File: config.mk
export PLATFORM = sky130hd
export DESIGN_NAME = tlb_init_fill
export DESIGN_NICKNAME = d
export VERILOG_FILES = /design/src/hdl/tlb_pkg.sv /design/src/hdl/tlb_init_fill.sv
export SDC_FILE = /design/constraint.sdc
export NUM_CORES = 1
export LEC_CHECK = 0
export BUFFER_PORTS_ARGS = -buffer_cell sky130_fd_sc_hd__clkbuf_2
export CAP_MARGIN = 15
export CORE_MARGIN = 2
export CORE_UTILIZATION = 40
export CTS_CLUSTER_DIAMETER = 60
export DETAILED_ROUTE_END_ITERATION = 12
export HOLD_SLACK_MARGIN = 0.08
export PLACE_DENSITY = 0.79
export SLEW_MARGIN = 5
export SYNTH_ARGS = -nofsm -noshare
export SYNTH_HDL_FRONTEND = slang
export SYNTH_SLANG_ARGS = --single-unit
File: constraint.sdc
create_clock -name clk -period 2 [get_ports clk]
set_input_delay 0.5 -clock clk [delete_from_list [all_inputs] [get_ports clk]]
set_output_delay 0.5 -clock clk [all_outputs]
set_load 0.005 [all_outputs]
File: src/hdl/tlb_pkg.sv
// Shared field widths and boot fill constants for the two-way data TLB
package tlb_pkg;

  // =========================================================================
  // Field types
  // =========================================================================

  typedef logic [31:0] vaddr_t;    // Virtual address from address generation
  typedef logic [6:0]  set_idx_t;  // Set index, address bits 22 to 16
  typedef logic [8:0]  vtag_t;     // Virtual tag, address bits 31 to 23
  typedef logic [7:0]  asid_t;     // Address space id
  typedef logic [15:0] ppn_t;      // Physical page number
  typedef logic [2:0]  rwx_t;      // Machine mode read, write and execute
  typedef logic [2:0]  rgn_t;      // Region number of the page
  typedef logic [5:0]  rob_ndx_t;  // Reorder buffer index of the memory op

  // =========================================================================
  // Boot fill
  // =========================================================================

  // The boot entries cover the top twelve sets, which map the ROM,
  // the IO space and the scratchpad at the very top of the address space
  localparam int    FILL_FIRST_SET = 116;
  localparam vtag_t FILL_TAG       = '1;        // All ones, top of memory
  localparam ppn_t  FILL_PPN_BASE  = 16'hFFF4;  // Page of set 116

  // Region codes used by the boot entries
  localparam rgn_t  RGN_ROM        = 3'd7;
  localparam rgn_t  RGN_IO         = 3'd6;
  localparam rgn_t  RGN_SCRATCH    = 3'd4;

endpackage

File: src/hdl/tlb_init_fill.sv
// Boot fill of the upper TLB sets after reset and registered select of the write port
module tlb_init_fill #(
  parameter int TLB_SETS = 128
) (
  input  logic              clk,
  input  logic              rst,
  // External write port, ignored while the fill runs
  input  logic              wr_i,
  input  logic              way_i,
  input  tlb_pkg::set_idx_t set_i,
  input  tlb_pkg::vtag_t    tag_i,
  input  tlb_pkg::asid_t    asid_i,
  input  tlb_pkg::ppn_t     ppn_i,
  input  tlb_pkg::rwx_t     rwx_i,
  input  tlb_pkg::rgn_t     rgn_i,
  input  logic              v_i,
  // Write port into the entry storage, one cycle behind its source
  output logic              wr_o,
  output logic              way_o,
  output tlb_pkg::set_idx_t set_o,
  output tlb_pkg::vtag_t    tag_o,
  output tlb_pkg::asid_t    asid_o,
  output tlb_pkg::ppn_t     ppn_o,
  output tlb_pkg::rwx_t     rwx_o,
  output tlb_pkg::rgn_t     rgn_o,
  output logic              v_o,
  output logic              fill_done_o   // Stays high once the last boot entry is stored
);

  logic [7:0]    fill_cnt;   // Current boot set, stops at TLB_SETS
  logic          fill_busy;
  tlb_pkg::ppn_t fill_ppn;
  tlb_pkg::rgn_t fill_rgn;
  logic [7:0]    prev_cnt;   // Set before the current one, picks the region

  // With 128 sets the fill ends when the top counter bit sets
  assign fill_busy = fill_cnt < TLB_SETS;

  // One page per set, counting up from the base page
  assign fill_ppn = tlb_pkg::FILL_PPN_BASE
                  + tlb_pkg::ppn_t'(fill_cnt - 8'(tlb_pkg::FILL_FIRST_SET));

  // Region of the boot entry. The first set is ROM and the rest follow the
  // two middle bits of the preceding set number
  always_comb begin
    prev_cnt = fill_cnt - 8'd1;
    if (fill_cnt == 8'(tlb_pkg::FILL_FIRST_SET)) begin
      fill_rgn = tlb_pkg::RGN_ROM;
    end else begin
      case (prev_cnt[3:2])
        2'd1:    fill_rgn = tlb_pkg::RGN_IO;
        2'd2:    fill_rgn = tlb_pkg::RGN_SCRATCH;
        2'd3:    fill_rgn = tlb_pkg::RGN_ROM;
        default: fill_rgn = tlb_pkg::RGN_IO;
      endcase
    end
  end

  always_ff @(posedge clk) begin
    if (rst) begin
      fill_cnt    <= 8'(tlb_pkg::FILL_FIRST_SET);
      fill_done_o <= 1'b0;
    end else begin
      if (fill_busy) begin
        fill_cnt <= fill_cnt + 8'd1;     // One boot entry per cycle
      end
      fill_done_o <= !fill_busy;         // Rises with the store of the last entry
    end
  end

  // =========================================================================
  // Write port select
  // =========================================================================

  always_ff @(posedge clk) begin
    if (rst) begin
      wr_o <= 1'b0;
    end else begin
      wr_o <= fill_busy | wr_i;          // The fill writes every cycle
    end
  end

  always_ff @(posedge clk) begin
    if (fill_busy) begin
      // Boot entries all go to way 0 with full machine permissions
      way_o  <= 1'b0;
      set_o  <= fill_cnt[6:0];
      tag_o  <= tlb_pkg::FILL_TAG;
      asid_o <= '0;
      ppn_o  <= fill_ppn;
      rwx_o  <= '1;
      rgn_o  <= fill_rgn;
      v_o    <= 1'b1;
    end else begin
      way_o  <= way_i;
      set_o  <= set_i;
      tag_o  <= tag_i;
      asid_o <= asid_i;
      ppn_o  <= ppn_i;
      rwx_o  <= rwx_i;
      rgn_o  <= rgn_i;
      v_o    <= v_i;
    end
  end

endmodule

Yosys cells after proc, flatten, opt, wreduce, memory -nomap -nowiden
Index checks and enable logic that the tools add are counted.
Operators by class
  reduce and logical (&&, ||, !) cells: 1
  bitwise logic cells: 1
  equality and inequality tests: 3
  mux-type cells: 5
  magnitude comparators: 1
  add/subtract/negate cells: 4
Operators with widths (count)
  two-way mux 16 bit: 1
  adder 5 x 9 -> 10 bit (first input constant): 1
  subtractor 8 x 7 -> 9 bit (second input constant): 1
  adder 8 x 1 -> 8 bit (second input constant): 1
  equality test 8 x 7 -> 1 bit (second input constant): 1
  < comparator 8 bit (second input constant): 1
  two-way mux 7 bit: 1
  equality test 2 bit (second input constant): 2
  one-hot mux 2 bit (2 select lines): 1
  subtractor 4 x 1 -> 4 bit (second input constant): 1
  two-way mux 3 bit: 1
  two-way mux 2 bit: 1
  logical NOT 1 bit: 1
  bitwise OR 1 bit: 1
Word-level totals
  register bits: 58
  logic and storage cells: 26
  input bits: 51

Depth between registers and ports, before layout
Gate-level depths: netlist of the first run.
  depth in word-level cells: 5
  depth in mapped cells: 8
  gate-level depth less buffers: 6

Least setup slack after synthesis of the first run
No wires, ideal clock.
  path kind: reg-to-reg
  start point: reg fill_cnt[2]
  end point: reg ppn_o[7]
  required time: 1.905 ns
  clock period less this slack: 1.878 ns
  slack: 0.122 ns
  stages on the path, launching flop included: 9
  library setup time: 0.095 ns
  data arrival time: 1.782 ns
  path through: dfxtp_1 -> buf_2 -> inv_1 -> ha_1 -> xor2_1 -> o21ai_1 -> or4b_1 -> buf_2 -> o311ai_1
On the way
  cells in the longest elaborated chain, start to end: 3
  elaborated cells on any way between the ends: 4
  classes of those cells: 2 x add/sub; 1 x order compare; 1 x mux
RTL lines
  start: declaration: line tlb_init_fill.sv:30  | logic [7:0] fill_cnt;
  start signal: assignment: line tlb_init_fill.sv:61  | fill_cnt <= 8'(tlb_pkg::FILL_FIRST_SET);
  start signal: assignment: line tlb_init_fill.sv:65  | fill_cnt <= fill_cnt + 8'd1;
  subtractor 8 x 7 -> 9 bit: line tlb_init_fill.sv:41  | + tlb_pkg::ppn_t'(fill_cnt - 8'(tlb_pkg::FILL_FIRST_SET));
  adder 5 x 9 -> 10 bit: line tlb_init_fill.sv:41
  two-way mux 16 bit (*): line tlb_init_fill.sv:84  | if (fill_busy) begin
  end signal: assignment: line tlb_init_fill.sv:90  | ppn_o <= fill_ppn;
  end signal: assignment: line tlb_init_fill.sv:99  | ppn_o <= ppn_i;
  end: declaration: line tlb_init_fill.sv:23  | output tlb_pkg::ppn_t ppn_o,
Mark *: on every way between the ends. The rest lies on a longest branch, timed or not.
A chain may end at the register's enable or synchronous reset.

Worst setup path after layout of the first run
  start point: reg fill_cnt[3]
  end point: reg ppn_o[13]
The elaborated chain is that of the path after synthesis.

==> metrics, run 1 <==
crit path capture type=flip-flop; fmax=549 MHz; worst-case clock buffer depth=2; first-pass GRT wire length=around 6200 um; worst-margin pin slew=0.338 ns; FFs w/ async S/R, synth=0%; Layout area overhead=37.4%; largest net degree at the start of global routing=37; Root Driver=clkbuf_8; crit path max fanout=8; Post-CTS Hold Fix Bufs=0; Die Y=75.6 um; max cap viols=0; Layout Skew=about 0.0066 ns; Cell Chain, Critical Path=inv_1 -> ha_1 -> xor2_1 -> o21ai_1 -> or4b_1 -> o21ai_0; Detailed Place HPWL=2920 um; outcome=finished clean; Tot Pwr=approximately 0.0026 W; DRT iter0 DRCs=21; nets=370; critical path startpoint category=flip-flop; share of cells above drive strength 1=around two fifths; WP data required=2.24 ns; Synth top cells by count=dfxtp_1, nand2_1, nand2b_1; die area=0.00572 mm^2; postcts setup bufs=0; antenna violations before repair=0; num ports=about 100; worst min-delay path class=primary input to flip-flop; clock slew at reported path FFs=about 0.06 ns; Cells after DPL=373; clk_lat worst skew=0.32 ns; clk sinks=between 50 and 60; Synth Instances=211; post-route antenna net violation count=0; DR vias/cell=4.33; final hold vios=0; Main synth FF type=dfxtp_1; diodes inserted=0; FF+latch count, synth=58; fin. max-slew vios=0; final wirelength=4050 um; crit path buf inv count=1; power density over the cells=between 900 and 1000 mW/mm^2; vias in the first global route=between 1000 and 1500; Avg Cell Area, Syn=9.72 um^2; Top delay family on crit path=simple AND/OR/NAND/NOR gates; Num CTS Buffers=9; unique cell type count in the Yosys netlist=33; CTS resizes=0; sequential element share of the synthesized area=a little under three fifths; delay of the slowest critical-path stage=0.64 ns; Slowest cell on crit path=or4b_1; Tcrit/Tclk final=91.1%; RSZ-0062 raised after global routing=false; via count=1686; I/O Buffers=100; r2r setup slk=0.18 ns; Critical Path AT=2.06 ns; area of the mapped netlist=~0.002 mm^2; VDD IR max=roughly 0.43 mV; Ys Warns=0; GRT Overall Usage=about 15%; Period minus WS final=between 1.5 and 2 ns; critical path class=flip-flop to flip-flop; setup_tns=0 ns; CTS tree=yes; GPL Wtd Cong=0.815; Core Footprint=0.00504 mm^2; EDFF count, synth=0; leak pwr=1.31 nW; Slew headroom=between 70% and 80%; Synth area leader=dfxtp_1; DRC=0; Pre-Repair DR Iteration Count=3; post-synth top area share=56.6%; final non-filler cell total=389; syn_nets=roughly 270; most frequent cell after synthesis=dfxtp_1; setup violators final=0; GR Overflow Total=0; Synth area leaders=dfxtp_1, nand2b_1, nand2_1; Avg WL per Cell=10.4 um; initial core utilization=40.7%; H-Tree Depth=3; final-layout fill cell count=around 470; Site Rows=26; Die W=75.6 um
[cell families after synthesis]
logic type      after synthesis  share of synthesized area (%)
compound gates               26                           7.20
xor+xnor                     11                           4.70
fa+ha+maj                     5                           3.05
buf+inv                      20                           4.09
flops                        58                           56.6
mux                           3                           1.59
simple gates                 88                           22.8
[per-stage QoR]
step	worst slack, ns	hold slack, ns	utilization, %	area [um^2]
final	0.179	0.357	55.9	2820
after global routing	0.0251	0.338	55.9	2820
after CTS	0.171	0.342	55.9	2820
after detailed placement	0.192	0.550	52.0	2620
after global placement	0.252	0.544	52.0	2620
after floorplan	0.122	0.523	-	2050
[power breakdown]
group	leakage (nW)	switching, W	internal, W
registers	0.474	0.0000316	0.00125
logic	0.735	0.000139	0.000164
clock network	0.101	0.000408	0.000643
total	1.31	0.000579	0.00205
[layer usage]
| layer | wire, um | GRT usage [%] | vias to the layer above | share of wire (%) |
|---|---|---|---|---|
| li1 | - | - | 882 | - |
| met1 | 1840 | 16.6 | 726 | 45 |
| met2 | 1830 | 23.8 | 70 | 45 |
| met3 | 328 | 6.22 | 8 | 8.1 |
| met4 | 55 | 7.60 | 0 | 1.4 |
| met5 | 0 | 0 | - | 0 |
[layout make-up]
class	count	area [um^2]	share of cell area (%)
clock inverter	2	35.0	1.24
sequential	58	1160	41.3
inverter	7	26.3	0.933
timing repair buffer	105	538	19.1
tap	70	87.6	3.11
multi-input combinational	133	806	28.6
clock buffer	14	163	5.77
[cell usage in the layout, fill, tap and decap left out, types with 3 or more instances in the layout]
cell type,count
clkbuf_8,11
clkbuf_1,3
nor2_1,10
o21ai_0,14
dfxtp_1,57
ha_1,5
clkbuf_2,100
nand2b_1,21
nor2b_1,10
and2_1,9
inv_1,7
xnor2_1,9
nand3_1,3
a21oi_1,5
buf_4,5
nand2_1,25
[flip-flops by register name, summed over array words and instances, names as in the netlist]
| signal | cells |
|---|---|
| way_o | 1 |
| rgn_o | 3 |
| rwx_o | 3 |
| set_o | 7 |
| fill_cnt | 8 |
| v_o | 1 |
| tag_o | 9 |
| fill_done_o | 1 |
| ppn_o | 16 |
| asid_o | 8 |
| wr_o | 1 |
[worst paths after layout]
check | startpoint | end | depth (start not counted)
max | fill_cnt[3] | ppn_o[13] | 6
min | tag_i[2] | tag_o[2] | 2
max reg2reg | fill_cnt[3] | ppn_o[13] | 6
min reg2reg | fill_cnt[3] | set_o[3] | 2
(Power assumes the default switching activity.)
==> run 2: changes to the inputs <==
--- a/config.mk
+++ b/config.mk
@@ -7,7 +7,7 @@
 export LEC_CHECK = 0
 export BUFFER_PORTS_ARGS = -buffer_cell sky130_fd_sc_hd__clkbuf_2
 export CAP_MARGIN = 15
-export CORE_MARGIN = 2
+export CORE_MARGIN = 10
 export CORE_UTILIZATION = 40
 export CTS_CLUSTER_DIAMETER = 60
 export DETAILED_ROUTE_END_ITERATION = 12
==> run 2 against run 1 <==
Clock skew is 0.00060 ns lower. Utilization is 0.62 points lower. Wire length is 25% higher. Worst hold slack worse by 0.0069 ns. Fmax is 1.6% higher. Count of clock-buffer cells in the layout is 2 lower.
==> metrics, run 2 (same netlist as run 1, synthesis figures left out) <==
outcome=finished clean; Die Y=91.6 um (+21%); worst min-delay path class=primary input to flip-flop; FF-to-FF path depth=6 (unchanged); diodes inserted=0 (unchanged); via count=1715 (+1.7%); share of cells above drive strength 1=39.4% (+0.56 points); GRT Overall Usage=12.4% (-2.3 points); Post-CTS Hold Fix Bufs=0 (unchanged); final wirelength=5090 um (+25%); leak pwr=1.30 nW (-1.1%); first-pass GRT wire length=8200 um (+31%); post-route antenna net violation count=0 (unchanged); FF-to-FF Start=fill_cnt[3]; CTS resizes=0 (unchanged); worst-margin pin slew=0.559 ns (+0.221 ns); fin. max-slew vios=0 (unchanged); crit path max fanout=8 (unchanged); H-Tree Depth=3 (unchanged); Tcrit/Tclk final=89.7% (-1.4 points); clock slew at reported path FFs=0.06 ns (about the same); Layout area overhead=35.9%; DR vias/cell=4.43 (+2.2%); Multi-input gate area=810 um^2 (+0.47%); Layout Skew=0.00603 ns (-0.000599 ns); die area=0.00839 mm^2 (+47%); VDD IR max=0.631 mV (+45%); power density over the cells=902 mW/mm^2 (-3.4%); I/O Buffers=100 (unchanged); Slew headroom=62.7% (-14 points); clk_lat worst skew=0.33 ns (about the same); GR Overflow Total=0 (unchanged); clk sinks=58 (unchanged); register area=0.00116 mm^2 (unchanged); final core occ=55.3% (-0.62 points); setup violators final=0 (unchanged); Worst path depth=6 (unchanged); initial core utilization=40.7% (unchanged); crit path capture type=flip-flop; Root Driver=clkbuf_8; Avg WL per Cell=13.1 um (+26%); nets=369 (-0.27%); worst r2r dst=ppn_o[7]; Top delay family on crit path=simple AND/OR/NAND/NOR gates; RSZ-0062 raised after global routing=false; Site Rows=26 (unchanged); Core Footprint=0.00504 mm^2 (unchanged); Pre-Repair DR Iteration Count=2 (-1); commonest non-fill, non-tap cell in the layout=clkbuf_2; worst-case clock buffer depth=2 (unchanged); antenna violations before repair=0 (unchanged); Worst Hold Launch=tag_i[0]; Critical path origin=fill_cnt[3]; Period minus WS final=1.79 ns (-0.0278 ns); fmax=558 MHz (+1.6%); Slowest cell on crit path=or4b_4; DRC=0 (unchanged); postcts setup bufs=0 (unchanged); final hold vios=0 (unchanged); Num CTS Buffers=9 (unchanged); WP data required=2.24 ns (about the same); final-layout fill cell count=462 (-0.86%); Die W=91.6 um (+21%); num ports=101 (unchanged); biggest regs=ppn_o: 16 flops, tag_o: 9 flops; crit path buf inv count=1 (unchanged); CTS tree=yes; max cap viols=0 (unchanged); r2r setup slk=0.21 ns (+0.03 ns); largest net degree at the start of global routing=66 (+78%); Top reg by flops=ppn_o; most frequent cells in the layout=clkbuf_2, dfxtp_1, nand2_1; Critical Path AT=2.03 ns (-0.03 ns); critical path class=flip-flop to flip-flop; setup_tns=0 ns (unchanged); Detailed Place HPWL=3850 um (+32%); critical path startpoint category=flip-flop; GPL Wtd Cong=0.823 (+1.0%); number of flip-flops in the largest register=16 (unchanged); delay of the slowest critical-path stage=0.59 ns (-0.05 ns); Setup crit end=ppn_o[7]; vias in the first global route=1776 (+20%); DRT iter0 DRCs=35 (+67%); Cell Chain, Critical Path=inv_1 -> ha_1 -> xor2_1 -> o21ai_1 -> or4b_4 -> o311ai_1
==> run 2: changes by cell type in the layout (fill, tap and decap cells not counted), sizes merged <==
cell and change:
buf -1, bufinv -1, clkinv +2, clkbuf -2
==> run 2: worst min path at each step <==
stage	endpoint	slack, ns	depth (start not counted)
2_1_floorplan	ppn_o[1]	0.52	2
3_3_place_gp	set_o[3]	0.54	2
3_5_place_dp	set_o[3]	0.56	2
4_1_cts	rwx_o[1]	0.33	2
5_1_grt	rwx_o[0]	0.33	2
6_report	tag_o[0]	0.35	2
==> run 2: final cells by class <==
cell class	count	area share [%]
clock inverter	3	0.539
inverter	7	0.943
sequential	58	41.7
tap	70	3.14
clock buffer	12	5.57
timing repair buffer	104	19.0
multi-input combinational	133	29.1
==> run 2: per-layer routing <==
metal,wire (um),vias to the layer above,global-route usage (%)
met5,0,-,0
met4,39,0,3.52
met3,647,7,10.5
met2,2410,72,20.3
met1,1990,760,11.4
li1,-,876,-
==> run 2: per-stage QoR <==
step                      area (um^2)  worst slack, ns  total power, W  hold slack (ns)  cells
after floorplan                  2050            0.122         0.00145            0.523    211
after global placement           2610            0.249         0.00161            0.543    372
after detailed placement         2610            0.136         0.00162            0.564    372
after CTS                        2780            0.104         0.00255            0.333    387
after global routing             2790           0.0949         0.00265            0.326    387
final                            2790            0.207         0.00251            0.350    387
==> run 2: power by group <==
| group | leakage [nW] | internal [W] | switching [W] |
|---|---|---|---|
| Clock | 0.0920 | 0.000503 | 0.000415 |
| Combinational | 0.729 | 0.000168 | 0.000149 |
| Sequential | 0.474 | 0.00125 | 0.0000317 |
