## src/hdl/tlb_pkg.sv

```systemverilog
// Shared field widths and boot fill constants for the two-way data TLB
package tlb_pkg;

  // =========================================================================
  // Field types
  // =========================================================================

  typedef logic [31:0] vaddr_t;    // Virtual address from address generation
  typedef logic [6:0]  set_idx_t;  // Set index, address bits 22 to 16
  typedef logic [8:0]  vtag_t;     // Virtual tag, address bits 31 to 23
  typedef logic [7:0]  asid_t;     // Address space id
  typedef logic [15:0] ppn_t;      // Physical page number
  typedef logic [2:0]  rwx_t;      // Machine mode read, write and execute
  typedef logic [2:0]  rgn_t;      // Region number of the page
  typedef logic [5:0]  rob_ndx_t;  // Reorder buffer index of the memory op

  // =========================================================================
  // Boot fill
  // =========================================================================

  // The boot entries cover the top twelve sets, which map the ROM,
  // the IO space and the scratchpad at the very top of the address space
  localparam int    FILL_FIRST_SET = 116;
  localparam vtag_t FILL_TAG       = '1;        // All ones, top of memory
  localparam ppn_t  FILL_PPN_BASE  = 16'hFFF4;  // Page of set 116

  // Region codes used by the boot entries
  localparam rgn_t  RGN_ROM        = 3'd7;
  localparam rgn_t  RGN_IO         = 3'd6;
  localparam rgn_t  RGN_SCRATCH    = 3'd4;

endpackage

```

## src/hdl/tlb_lookup.sv

```systemverilog
// TLB tag compare with a registered hit stage and a miss request toward the miss queue
module tlb_lookup (
  input  logic              clk,
  input  logic              rst,
  input  logic              valid_i,      // Address generation has a memory op
  input  logic              stall_i,      // Downstream stage cannot take a result
  input  logic              load_i,
  input  logic              store_i,
  input  tlb_pkg::vaddr_t   vaddr_i,
  input  tlb_pkg::asid_t    asid_i,
  input  tlb_pkg::rob_ndx_t rob_i,
  // Both ways of the indexed set
  input  tlb_pkg::vtag_t    w0_tag_i,
  input  tlb_pkg::asid_t    w0_asid_i,
  input  tlb_pkg::ppn_t     w0_ppn_i,
  input  tlb_pkg::rwx_t     w0_rwx_i,
  input  tlb_pkg::rgn_t     w0_rgn_i,
  input  logic              w0_v_i,
  input  tlb_pkg::vtag_t    w1_tag_i,
  input  tlb_pkg::asid_t    w1_asid_i,
  input  tlb_pkg::ppn_t     w1_ppn_i,
  input  tlb_pkg::rwx_t     w1_rwx_i,
  input  tlb_pkg::rgn_t     w1_rgn_i,
  input  logic              w1_v_i,
  // Registered translation
  output logic              valid_o,
  output logic              load_o,
  output logic              store_o,
  output tlb_pkg::vaddr_t   vaddr_o,
  output tlb_pkg::rob_ndx_t rob_o,
  output tlb_pkg::ppn_t     ppn_o,
  output tlb_pkg::rwx_t     rwx_o,
  output tlb_pkg::rgn_t     rgn_o,
  // Miss request, one cycle strobe
  output logic              miss_req_o,
  output tlb_pkg::vaddr_t   miss_addr_o,
  output tlb_pkg::asid_t    miss_asid_o,
  output tlb_pkg::rob_ndx_t miss_rob_o
);

  tlb_pkg::vtag_t look_tag;
  logic           hit0;
  logic           hit1;
  logic           hit;
  logic           take;     // Lookup result goes into the output stage

  assign look_tag = vaddr_i[31:23];

  // An entry hits only with its valid bit set and both tag and asid equal
  assign hit0 = w0_v_i && (w0_tag_i == look_tag) && (w0_asid_i == asid_i);
  assign hit1 = w1_v_i && (w1_tag_i == look_tag) && (w1_asid_i == asid_i);
  assign hit  = hit0 | hit1;
  assign take = valid_i && !stall_i && hit;

  always_ff @(posedge clk) begin
    if (rst) begin
      valid_o <= 1'b0;
    end else begin
      valid_o <= take;                   // High for one cycle per hit
    end
  end

  // Data holds during a stall or a miss
  always_ff @(posedge clk) begin
    if (take) begin
      vaddr_o <= vaddr_i;
      rob_o   <= rob_i;
      load_o  <= load_i;
      store_o <= store_i;
      if (hit0) begin                    // Way 0 wins when both match
        ppn_o <= w0_ppn_i;
        rwx_o <= w0_rwx_i;
        rgn_o <= w0_rgn_i;
      end else begin
        ppn_o <= w1_ppn_i;
        rwx_o <= w1_rwx_i;
        rgn_o <= w1_rgn_i;
      end
    end
  end

  // =========================================================================
  // Miss request
  // =========================================================================

  // The queue filters repeats, so a stalled-free miss is requested every time
  assign miss_req_o  = valid_i && !stall_i && !hit;
  assign miss_addr_o = vaddr_i;
  assign miss_asid_o = asid_i;
  assign miss_rob_o  = rob_i;

endmodule

```

## config.mk

```make
export PLATFORM = sky130hd
export DESIGN_NAME = tlb_lookup
export DESIGN_NICKNAME = d
export VERILOG_FILES = /design/src/hdl/tlb_pkg.sv /design/src/hdl/tlb_lookup.sv
export SDC_FILE = /design/constraint.sdc
export NUM_CORES = 1
export LEC_CHECK = 0
export BUFFER_PORTS_ARGS = -buffer_cell sky130_fd_sc_hd__clkbuf_2
export CELL_PAD_IN_SITES_DETAIL_PLACEMENT = 1
export CELL_PAD_IN_SITES_GLOBAL_PLACEMENT = 1
export CORE_MARGIN = 5
export CORE_UTILIZATION = 31
export DETAILED_ROUTE_END_ITERATION = 10
export PLACE_DENSITY_LB_ADDON = 0.1
export SYNTH_ARGS = -nofsm -noshare
export SYNTH_HDL_FRONTEND = slang
export SYNTH_SLANG_ARGS = --single-unit
```

## constraint.sdc

```tcl
create_clock -name clk -period 8.95 [get_ports clk]
set_clock_uncertainty 0.2 [all_clocks]
set_input_delay 0.4475 -clock clk [delete_from_list [all_inputs] [get_ports clk]]
set_output_delay 0.4475 -clock clk [all_outputs]
set_load 0.05 [all_outputs]
```

# --- Word level (Yosys, flattened, before mapping) ---
# Index checks and enable logic that the tools add are counted.
op_classes:
  n_shift: 0
  addsub: 0
  n_div: 0
  n_eq_ne: 4
  muxes: 3
  n_mul: 0
  n_reduce_logical: 9
  n_lt_le_gt_ge: 0
  bitwise_logic: 1
ops:
  columns: ["operator", "count"]
  rows:
  - ["equality test 9 bit", 2]
  - ["equality test 8 bit", 2]
  - ["2-to-1 mux 16 bit", 1]
  - ["logical AND 1 bit", 7]
  - ["2-to-1 mux 3 bit", 2]
  - ["logical NOT 1 bit", 2]
  - ["OR 1 bit", 1]
totals:
  romBits: 0
  mem_bits_rw: 0
  out_inout_bits: 110
  reg_bits: 63
  latch_bits: 0
  n_memories: 0

# --- Logic depth before layout (Yosys ltp) ---
# Gate-level depths: netlist of the first run.
depth:
  word_depth: 6
  ltp_mapped: 6

# --- Least setup slack after synthesis of the first run ---
# OpenSTA, ideal clock, no wires.
synth_path:
  kind: "input port to flip-flop"
  start: "input port w0_asid_i[4]"
  end: "register load_o, enable pin"
  path_buffers: 0
  arrival_ps: 3906
  path_slack_ps: 4362
  required_time_ps: 8268
  stages: 5
  setup_time_ps: 482
  path_cell_list: "xnor2_1 -> nand4_1 -> or3_1 -> o22a_1 -> nor2_1"
synth_via:
  elab_chain_cells: 4
synth_lines:
  columns: ["element", "line_no", "source"]
  rows:
  - ["from (decl)", "tlb_lookup.sv:14", "input tlb_pkg::asid_t w0_asid_i,"]
  - ["equality test 8 bit", "tlb_lookup.sv:50", "assign hit0 = w0_v_i && (w0_tag_i == look_tag) && (w0_asid_i == asid_i);"]
  - ["logical AND 1 bit", "tlb_lookup.sv:50", null]
  - ["OR 1 bit", "tlb_lookup.sv:52", "assign hit = hit0 | hit1;"]
  - ["logical AND 1 bit", "tlb_lookup.sv:53", "assign take = valid_i && !stall_i && hit;"]
  - ["net take", "tlb_lookup.sv:45", "logic take;"]
  - ["to (signal assigned)", "tlb_lookup.sv:68", "load_o <= load_i;"]
  - ["to (decl)", "tlb_lookup.sv:27", "output logic load_o,"]
# The timed path passes the listed nets, and every way through them passes these cells.
# A chain may end at the register's enable or synchronous reset.

# --- Worst setup path in the final report of the first run ---
layout_path:
  start: "input port asid_i[2]"
  end: "register vaddr_o[0], enable pin"
layout_via:
  elab_chain_cells: 4
layout_lines:
  columns: ["element", "line_no", "source"]
  rows:
  - ["from (decl)", "tlb_lookup.sv:10", "input tlb_pkg::asid_t asid_i,"]
  - ["equality test 8 bit (on tied branches)", "tlb_lookup.sv:50, tlb_lookup.sv:51", null]
  - ["logical AND 1 bit (on tied branches)", "tlb_lookup.sv:50, tlb_lookup.sv:51", null]
  - ["OR 1 bit (*)", "tlb_lookup.sv:52", null]
  - ["logical AND 1 bit (*)", "tlb_lookup.sv:53", null]
  - ["net take", "tlb_lookup.sv:45", null]
  - ["to (signal assigned)", "tlb_lookup.sv:66", "vaddr_o <= vaddr_i;"]
  - ["to (decl)", "tlb_lookup.sv:29", "output tlb_pkg::vaddr_t vaddr_o,"]
# The timed path passes the listed nets; every way through them passes the cells marked *.

==> results of run 1 <==
## cells by family after synthesis
logic type / Yosys count / share of synthesized area, %
AO/OA/AOI/OAI: 1 / 0.289
flip-flops: 63 / 62.1
AND/OR/NAND/NOR: 23 / 4.96
multiplexers: 22 / 10.7
XOR/XNOR: 34 / 9.83
buffers and inverters: 48 / 12.1
## cell usage after synthesis (all sizes together), types with 2 or more instances
| master | number | area share (%) |
|---|---|---|
| buf | 48 | 12 |
| edfxtp | 62 | 61 |
| mux2 | 22 | 11 |
| nand3 | 3 | 0.50 |
| nand4 | 6 | 1.2 |
| nor3 | 2 | 0.33 |
| nor4 | 5 | 1.0 |
| xnor2 | 14 | 4.0 |
| xor2 | 20 | 5.8 |
## how the worst max path moves through the flow
stage / slack [ns] / end
after floorplan: 4.36 / load_o$_DFFE_PP_
after global placement: 5.63 / vaddr_o[19]$_DFFE_PP_
after detailed placement: 5.62 / vaddr_o[19]$_DFFE_PP_
after CTS: 5.96 / vaddr_o[12]$_DFFE_PP_
after global routing: 5.78 / vaddr_o[12]$_DFFE_PP_
final: 5.99 / vaddr_o[0]$_DFFE_PP_
## sequential cells by signal (all words and copies together), names as in the netlist
name     cells
load_o       1
ppn_o       16
rgn_o        3
rob_o        6
rwx_o        3
store_o      1
vaddr_o     32
valid_o      1
## layout make-up
class / count / area share (%)
sequential: 63 / 44.3
clock buffer: 9 / 2.92
clock inverter: 7 / 1.68
tap: 133 / 3.92
timing repair buffer: 242 / 28.6
multi-input combinational: 80 / 18.5
## through the flow
| stage | cell area [sq um] | instances | worst slack [ns] |
|---|---|---|---|
| final | 4240 | 534 | 5.99 |
| after global routing | 4240 | 534 | 5.78 |
| after CTS | 4240 | 534 | 5.96 |
| after detailed placement | 4050 | 518 | 5.62 |
| after global placement | 4050 | 518 | 5.63 |
| after floorplan | 3030 | 191 | 4.36 |
## report_power, final
group | internal [W] | switching [W] | total (W)
Combinational | 0.0000431 | 0.0000689 | 0.000112
Clock | 0.000128 | 0.000119 | 0.000247
Sequential | 0.000323 | 0.000000000561 | 0.000323
## layer usage
layer | up-vias | GRT usage, % | part of all wire (%)
met5 | - | 0 | 0
met4 | 0 | 5.14 | 1.4
met3 | 8 | 5.39 | 11
met2 | 131 | 24.1 | 51
met1 | 1013 | 15.6 | 37
li1 | 1061 | - | -
==> metrics.cfg, run 1 <==
[sta]
final-setup-viol-count=0
fmax_ghz=0.338
rsz0062_at_grt=no
whs_ns=0.0817
tightestPinTransition_ns=1.01
fin_crit_sh_pct=33.0
finalSetupTns_ns=0
slew_viol_final=0
min_period_ns=2.96
maxSlewHeadroom_pct=32.1
hold_violations=0

[clock_network]
ctsLongestPathBuffers=2
cts_hold_buffers=0
htreeDepth=3
clock-sinks=63
clk_pin_slew_ns=0.07
cts_tree=built
root_buffer=clkbuf_8
postCtsSetupBuffers=0
numCtsBuffers=9
cts_resized=0

[critical_path]
crit_cells=7
crit_fanout=36
path_buf_inv=2
worstSetupStartpoint=asid_i[2]
cp.arrival_ns=2.73
path_cells=clkbuf_2, xnor2_1, nand4_1, or3_1, o22a_1, nor2_4, buf_4
end_kind=register
critPathMaxStageDelay_ns=0.62
start_kind=input port
crit_type=input port to register
cp_slowest_cell=nor2_4
cp_top_family=simple AND/OR/NAND/NOR gates
cp.required_ns=8.72

[placed_design]
place.gp.congestion=0.729
place_hpwl_um=7330
numPortBuffers=241

[finish]
utilization_pct=44.0
num_antenna_cells=0
drive_above_1_share_pct=70.6
multi_input_area_sq_um=787
fillers=1106
fin_nets=528
area_growth_pct=40.1
layout_commonest_cell=clkbuf_2
final_cell_mix=clkbuf_2, edfxtp_1, xor2_1, mux2_4, xnor2_1
register_area_sq_mm=0.00188

[grt]
grt.overflow.total=0
grt_pass1_wl_um=12300
grt_usage_pct=14.0
first_global_vias=2374
antenna_found_initial=0
grt_max_degree=37

[die]
dieWidth_um=109
dieArea_sq_mm=0.0118
rows=36
pin_count=242
initial_utilization_pct=31.4
core_sq_mm=0.00964
die_y_um=109

[pwr]
ir_drop_mv=0.0561
p_leak_nw=2.01
power_density_mw_per_mm2=161
finalPower_w=0.000682

[logic_synthesis]
yosys_most_used_dff=edfxtp_1
ys_types=20
ys_ff_latch=63
ys_seq_area_share_pct=62.1
synth_edf_count=62
async_flop_share_pct=0
synth_cells=191
synth_area_sq_mm=0.00303
ys.warnings.count=0
avgSynthCellArea_sq_um=15.9
synthesis.nets=323

[flow_run]
max_cap_violations=0

[route]
avgViaCountPerCell=4.14
ant_nets=0
drt-initial-drc-count=59
wl_per_cell_um=16.3
wirelength_um=8680
drt-pass1-iter-count=4
num_vias=2213
drc=0

[hold_path]
whs_path_depth=2
hold_path_startpoint=rst
hold_class=input port to register
min_to=valid_o$_SDFF_PP0_

[run_status]
status=completed

Note: power is estimated with default switching activity, not from simulation.
==> inputs of run 2 (changes only) <==
--- a/config.mk
+++ b/config.mk
@@ -9,7 +9,7 @@
 export CELL_PAD_IN_SITES_DETAIL_PLACEMENT = 1
 export CELL_PAD_IN_SITES_GLOBAL_PLACEMENT = 1
 export CORE_MARGIN = 5
-export CORE_UTILIZATION = 31
+export CORE_UTILIZATION = 26
 export DETAILED_ROUTE_END_ITERATION = 10
 export PLACE_DENSITY_LB_ADDON = 0.1
 export SYNTH_ARGS = -nofsm -noshare
==> constraint.sdc (replaced) <==
create_clock -name clk -period 2.65 [get_ports clk]
set_clock_uncertainty 0.2 [all_clocks]
set_input_delay 0.1325 -clock clk [delete_from_list [all_inputs] [get_ports clk]]
set_output_delay 0.1325 -clock clk [all_outputs]
set_load 0.05 [all_outputs]
==> metrics.cfg, run 2 (synthesis gave the netlist of run 1 again) <==
[pwr]
clkPwrFrac_pct=41.6
p_seq_share_pct=40.4
power_density_mw_per_mm2=514
switching_power_w=0.000670
p_comb_share_pct=18.1
p_sw_share_pct=24.7
ir_drop_mv=0.251
p_int_w=0.00204
p_leak_nw=2.44

[route]
drc=0
avgViaCountPerCell=4.12
wl_per_cell_um=16.1
wirelength_um=10200
drt-pass1-iter-count=4
drt-initial-drc-count=89
ant_nets=0
num_vias=2607

[die]
die_y_um=118
dieWidth_um=118
dieArea_sq_mm=0.0139
pin_count=242
initial_utilization_pct=26.5
rows=39
core_sq_mm=0.0114

[sta]
whs_ns=0.269
hold_violations=0
fmax_ghz=0.396
rsz0062_at_grt=no
fin_crit_sh_pct=95.3
tightestPinTransition_ns=0.378
slew_viol_final=0
final-setup-viol-count=0
min_period_ns=2.52
maxSlewHeadroom_pct=74.6
finalSetupTns_ns=0

[clock_network]
clock-sinks=63
root_buffer=clkbuf_16
numCtsBuffers=9
htreeDepth=3
clk_pin_slew_ns=0.05
ctsLongestPathBuffers=2
cts_tree=built

[grt]
grt_util_met1_pct=14.6
first_global_vias=3052
grt_pass1_wl_um=16200
busiest_layer=met2
grtUsageMet2_pct=26.4
use_met3_pct=6.54
grt_max_degree=33
antenna_found_initial=0
grt_usage_pct=14.6
grt.overflow.total=0

[critical_path]
crit_fanout=4
worstSetupStartpoint=vaddr_i[30]
start_kind=input port
cp.arrival_ns=2.19
crit_type=input port to output port
end_kind=output port
cp.required_ns=2.32

[placed_design]
place_hpwl_um=7730
numPortBuffers=241
place.gp.congestion=0.697

[finish]
drive_above_1_share_pct=58.6
multi_input_area_sq_um=807
largest_reg_flops=32
fin_nets=617
fillers=1255
area_growth_pct=74.3
reg_top3=vaddr_o x32, ppn_o x16, rob_o x6
num_antenna_cells=0
layout_commonest_cell=clkbuf_2
largest_register=vaddr_o
final_cell_mix=clkbuf_2, dlygate4sd3_1, edfxtp_1
register_area_sq_mm=0.00188

[hold_path]
hold_path_startpoint=w0_v_i
hold_class=input port to register
min_to=ppn_o[10]$_DFFE_PP_
whs_path_depth=4

[flow_run]
max_cap_violations=0

[run_status]
status=completed

[run 2: worst max path at each step]
stage	endpoint	slack, ns	cells past startpoint
floorplan	load_o$_DFFE_PP_	0.1	5
global placement	load_o$_DFFE_PP_	0.40	7
detailed placement	load_o$_DFFE_PP_	0.40	7
CTS	miss_req_o	0.04	8
global route	miss_req_o	0.02	8
finish	miss_req_o	0.13	8
[run 2: area by class of cell]
type	count	area share (%)
sequential	63	35.6
timing repair buffer	331	40.2
tap	143	3.39
clock inverter	7	1.21
clock buffer	9	4.27
multi-input combinational	80	15.3
[run 2: through the flow]
| stage | utilization (%) | worst slack, ns | cells | power (W) | area (sq um) |
|---|---|---|---|---|---|
| floorplan | - | 0.0975 | 191 | 0.00138 | 3040 |
| global placement | 36.0 | 0.400 | 531 | 0.00150 | 4110 |
| detailed placement | 36.0 | 0.398 | 531 | 0.00150 | 4110 |
| CTS | 46.1 | 0.0358 | 633 | 0.00275 | 5260 |
| global route | 46.2 | 0.0181 | 633 | 0.00283 | 5280 |
| finish | 46.2 | 0.126 | 633 | 0.00271 | 5280 |
[run 2: what timing repair did]
item / in CTS / in global routing
setup endpoints to repair: 0 / 2
endpoints found under the hold margin: 63 / 0
setup buffers: 0 / 0
hold buffers: 86 / 0
gates resized for setup: 0 / 3
[run 2: power groups by stage]
stage | sequential, W | combinational (W) | clock (W)
finish | 0.00109 | 0.000490 | 0.00113
CTS | 0.00109 | 0.000489 | 0.00117
detailed placement | 0.00111 | 0.000386 | 0
global route | 0.00109 | 0.000525 | 0.00121
floorplan | 0.00111 | 0.000267 | 0
global placement | 0.00111 | 0.000381 | 0
[run 2: metal layers]
metal / vias to the layer above / share of wire, %
met5: - / 0
met2: 150 / 52
met3: 21 / 10
li1: 1244 / -
met4: 0 / 2.4
met1: 1192 / 35
[run 2: critical path, stage by stage]
cell           delay, ns
dlygate4sd3_1       0.54
clkbuf_2            0.15
xnor2_1             0.20
nand4_1             0.11
or3_1               0.36
o22a_1              0.28
nor2b_1             0.16
clkbuf_2            0.24
==> inputs of run 3 (changes only) <==
--- a/config.mk
+++ b/config.mk
@@ -9,9 +9,10 @@
 export CELL_PAD_IN_SITES_DETAIL_PLACEMENT = 1
 export CELL_PAD_IN_SITES_GLOBAL_PLACEMENT = 1
 export CORE_MARGIN = 5
-export CORE_UTILIZATION = 26
+export CORE_UTILIZATION = 31
 export DETAILED_ROUTE_END_ITERATION = 10
 export PLACE_DENSITY_LB_ADDON = 0.1
+export SLEW_MARGIN = 40
 export SYNTH_ARGS = -nofsm -noshare
 export SYNTH_HDL_FRONTEND = slang
 export SYNTH_SLANG_ARGS = --single-unit
==> constraint.sdc (replaced) <==
create_clock -name clk -period 3.1 [get_ports clk]
set_clock_uncertainty 0.2 [all_clocks]
set_input_delay 0.155 -clock clk [delete_from_list [all_inputs] [get_ports clk]]
set_output_delay 0.155 -clock clk [all_outputs]
set_load 0.05 [all_outputs]
==> metrics.cfg, run 3 (synthesis gave the netlist of run 1 again) <==
[run_status]
status=completed

[clock_network]
htreeDepth=3
cts_tree=built
root_buffer=clkbuf_8
numCtsBuffers=9
clock-sinks=63
postCtsSetupBuffers=0
clk_pin_slew_ns=0.06
ctsLongestPathBuffers=2

[pwr]
p_sw_share_pct=27.3
p_leak_nw=2.37
p_comb_share_pct=21.4
p_seq_share_pct=48.3
switching_power_w=0.000529
p_int_w=0.00141
power_density_mw_per_mm2=381
ir_drop_mv=0.137
clkPwrFrac_pct=30.4

[flow_run]
max_cap_violations=0

[sta]
fmax_ghz=0.340
tightestPinTransition_ns=0.482
hold_violations=0
min_period_ns=2.94
whs_ns=0.350
final-setup-viol-count=0
slew_viol_final=0
finalSetupTns_ns=0
maxSlewHeadroom_pct=67.8
rsz0062_at_grt=no
fin_crit_sh_pct=94.8

[grt]
first_global_vias=2841
grt_usage_pct=16.9
antenna_found_initial=0
grt_max_degree=37
grt.overflow.total=0
grt_pass1_wl_um=14800

[finish]
layout_commonest_cell=clkbuf_2
fin_nets=616
utilization_pct=52.7
register_area_sq_mm=0.00188
drive_above_1_share_pct=58.0
area_growth_pct=67.8
reg_top3=vaddr_o x32, ppn_o x16, rob_o x6
num_antenna_cells=0
largest_register=vaddr_o
multi_input_area_sq_um=792
fillers=1091
final_cell_mix=clkbuf_2, dlygate4sd3_1, edfxtp_1
largest_reg_flops=32

[route]
num_vias=2584
ant_nets=0
drt-pass1-iter-count=3
drt-initial-drc-count=67
drc=0
wl_per_cell_um=16.6
avgViaCountPerCell=4.16
wirelength_um=10300

[die]
dieArea_sq_mm=0.0118
pin_count=242
dieWidth_um=109
die_y_um=109
core_sq_mm=0.00964
initial_utilization_pct=31.4
rows=36

[hold_path]
hold_class=input port to register

[critical_path]
crit_type=input port to register
start_kind=input port
cp.required_ns=2.97
end_kind=register
crit_fanout=22
cp.arrival_ns=2.81

[placed_design]
place_hpwl_um=7290
place.gp.congestion=0.723
numPortBuffers=241

[run 3: cell count changes in the layout (fill, tap and decap cells not counted), moves of 2 or more]
cell	delta
clkbuf_16	-9
clkbuf_8	+9
buf_12	-2
nor4_1	+2
nor4_2	-2
[run 3: power by group through the flow]
stage	Clock, W	Sequential, W	Combinational (W)
finish	0.000588	0.000934	0.000414
global route	0.000658	0.000933	0.000440
CTS	0.000612	0.000934	0.000413
detailed placement	0	0.000953	0.000328
global placement	0	0.000953	0.000324
floorplan	0	0.000953	0.000228
[run 3: repair_timing]
item / 4_1_cts / 5_1_grt
setup endpoints to repair: 0 / 16
resized for setup: 0 / 1
hold endpoints to repair: 63 / 0
hold buffers: 86 / 0
[run 3: per-stage QoR]
stage / cell area [sq um] / std cells / power, W / worst slack, ns
after floorplan: 3040 / 191 / 0.00118 / 0.525
after global placement: 4060 / 520 / 0.00128 / 0.725
after detailed placement: 4060 / 520 / 0.00128 / 0.712
after CTS: 5080 / 621 / 0.00196 / 0.159
after global routing: 5080 / 621 / 0.00203 / 0.00635
final: 5080 / 621 / 0.00194 / 0.163
[run 3: path summary, 6_finish.rpt]
check	from	end	slack [ns]	cells past startpoint
setup / recovery	vaddr_i[29]	ppn_o[10]$_DFFE_PP_	0.16	9
hold / removal	load_i	load_o$_DFFE_PP_	0.35	2
[run 3: area by class of cell]
cell class	instances	area share [%]
Timing Repair Buffer	330	41.1
Tap cell	133	3.27
Sequential cell	63	37.0
Multi-Input combinational cell	80	15.6
Clock inverter	5	0.517
Clock buffer	10	2.51
[run 3: metal layers]
layer	vias to the layer above	share of wire, %	GRT usage, %
li1	1236	-	-
met5	-	0	0
met1	1197	34	16.3
met2	137	54	31.9
met3	14	11	7.28
met4	0	1.5	5.77
[run 3: critical path, stage by stage]
cell and delay (ns):
dlygate4sd3_1 0.56, clkbuf_2 0.15, xnor2_1 0.25, nand4_1 0.17, nor3_2 0.23, nand4b_2 0.11, buf_4 0.27, mux2_4 0.34
dlygate4sd3_1 0.56
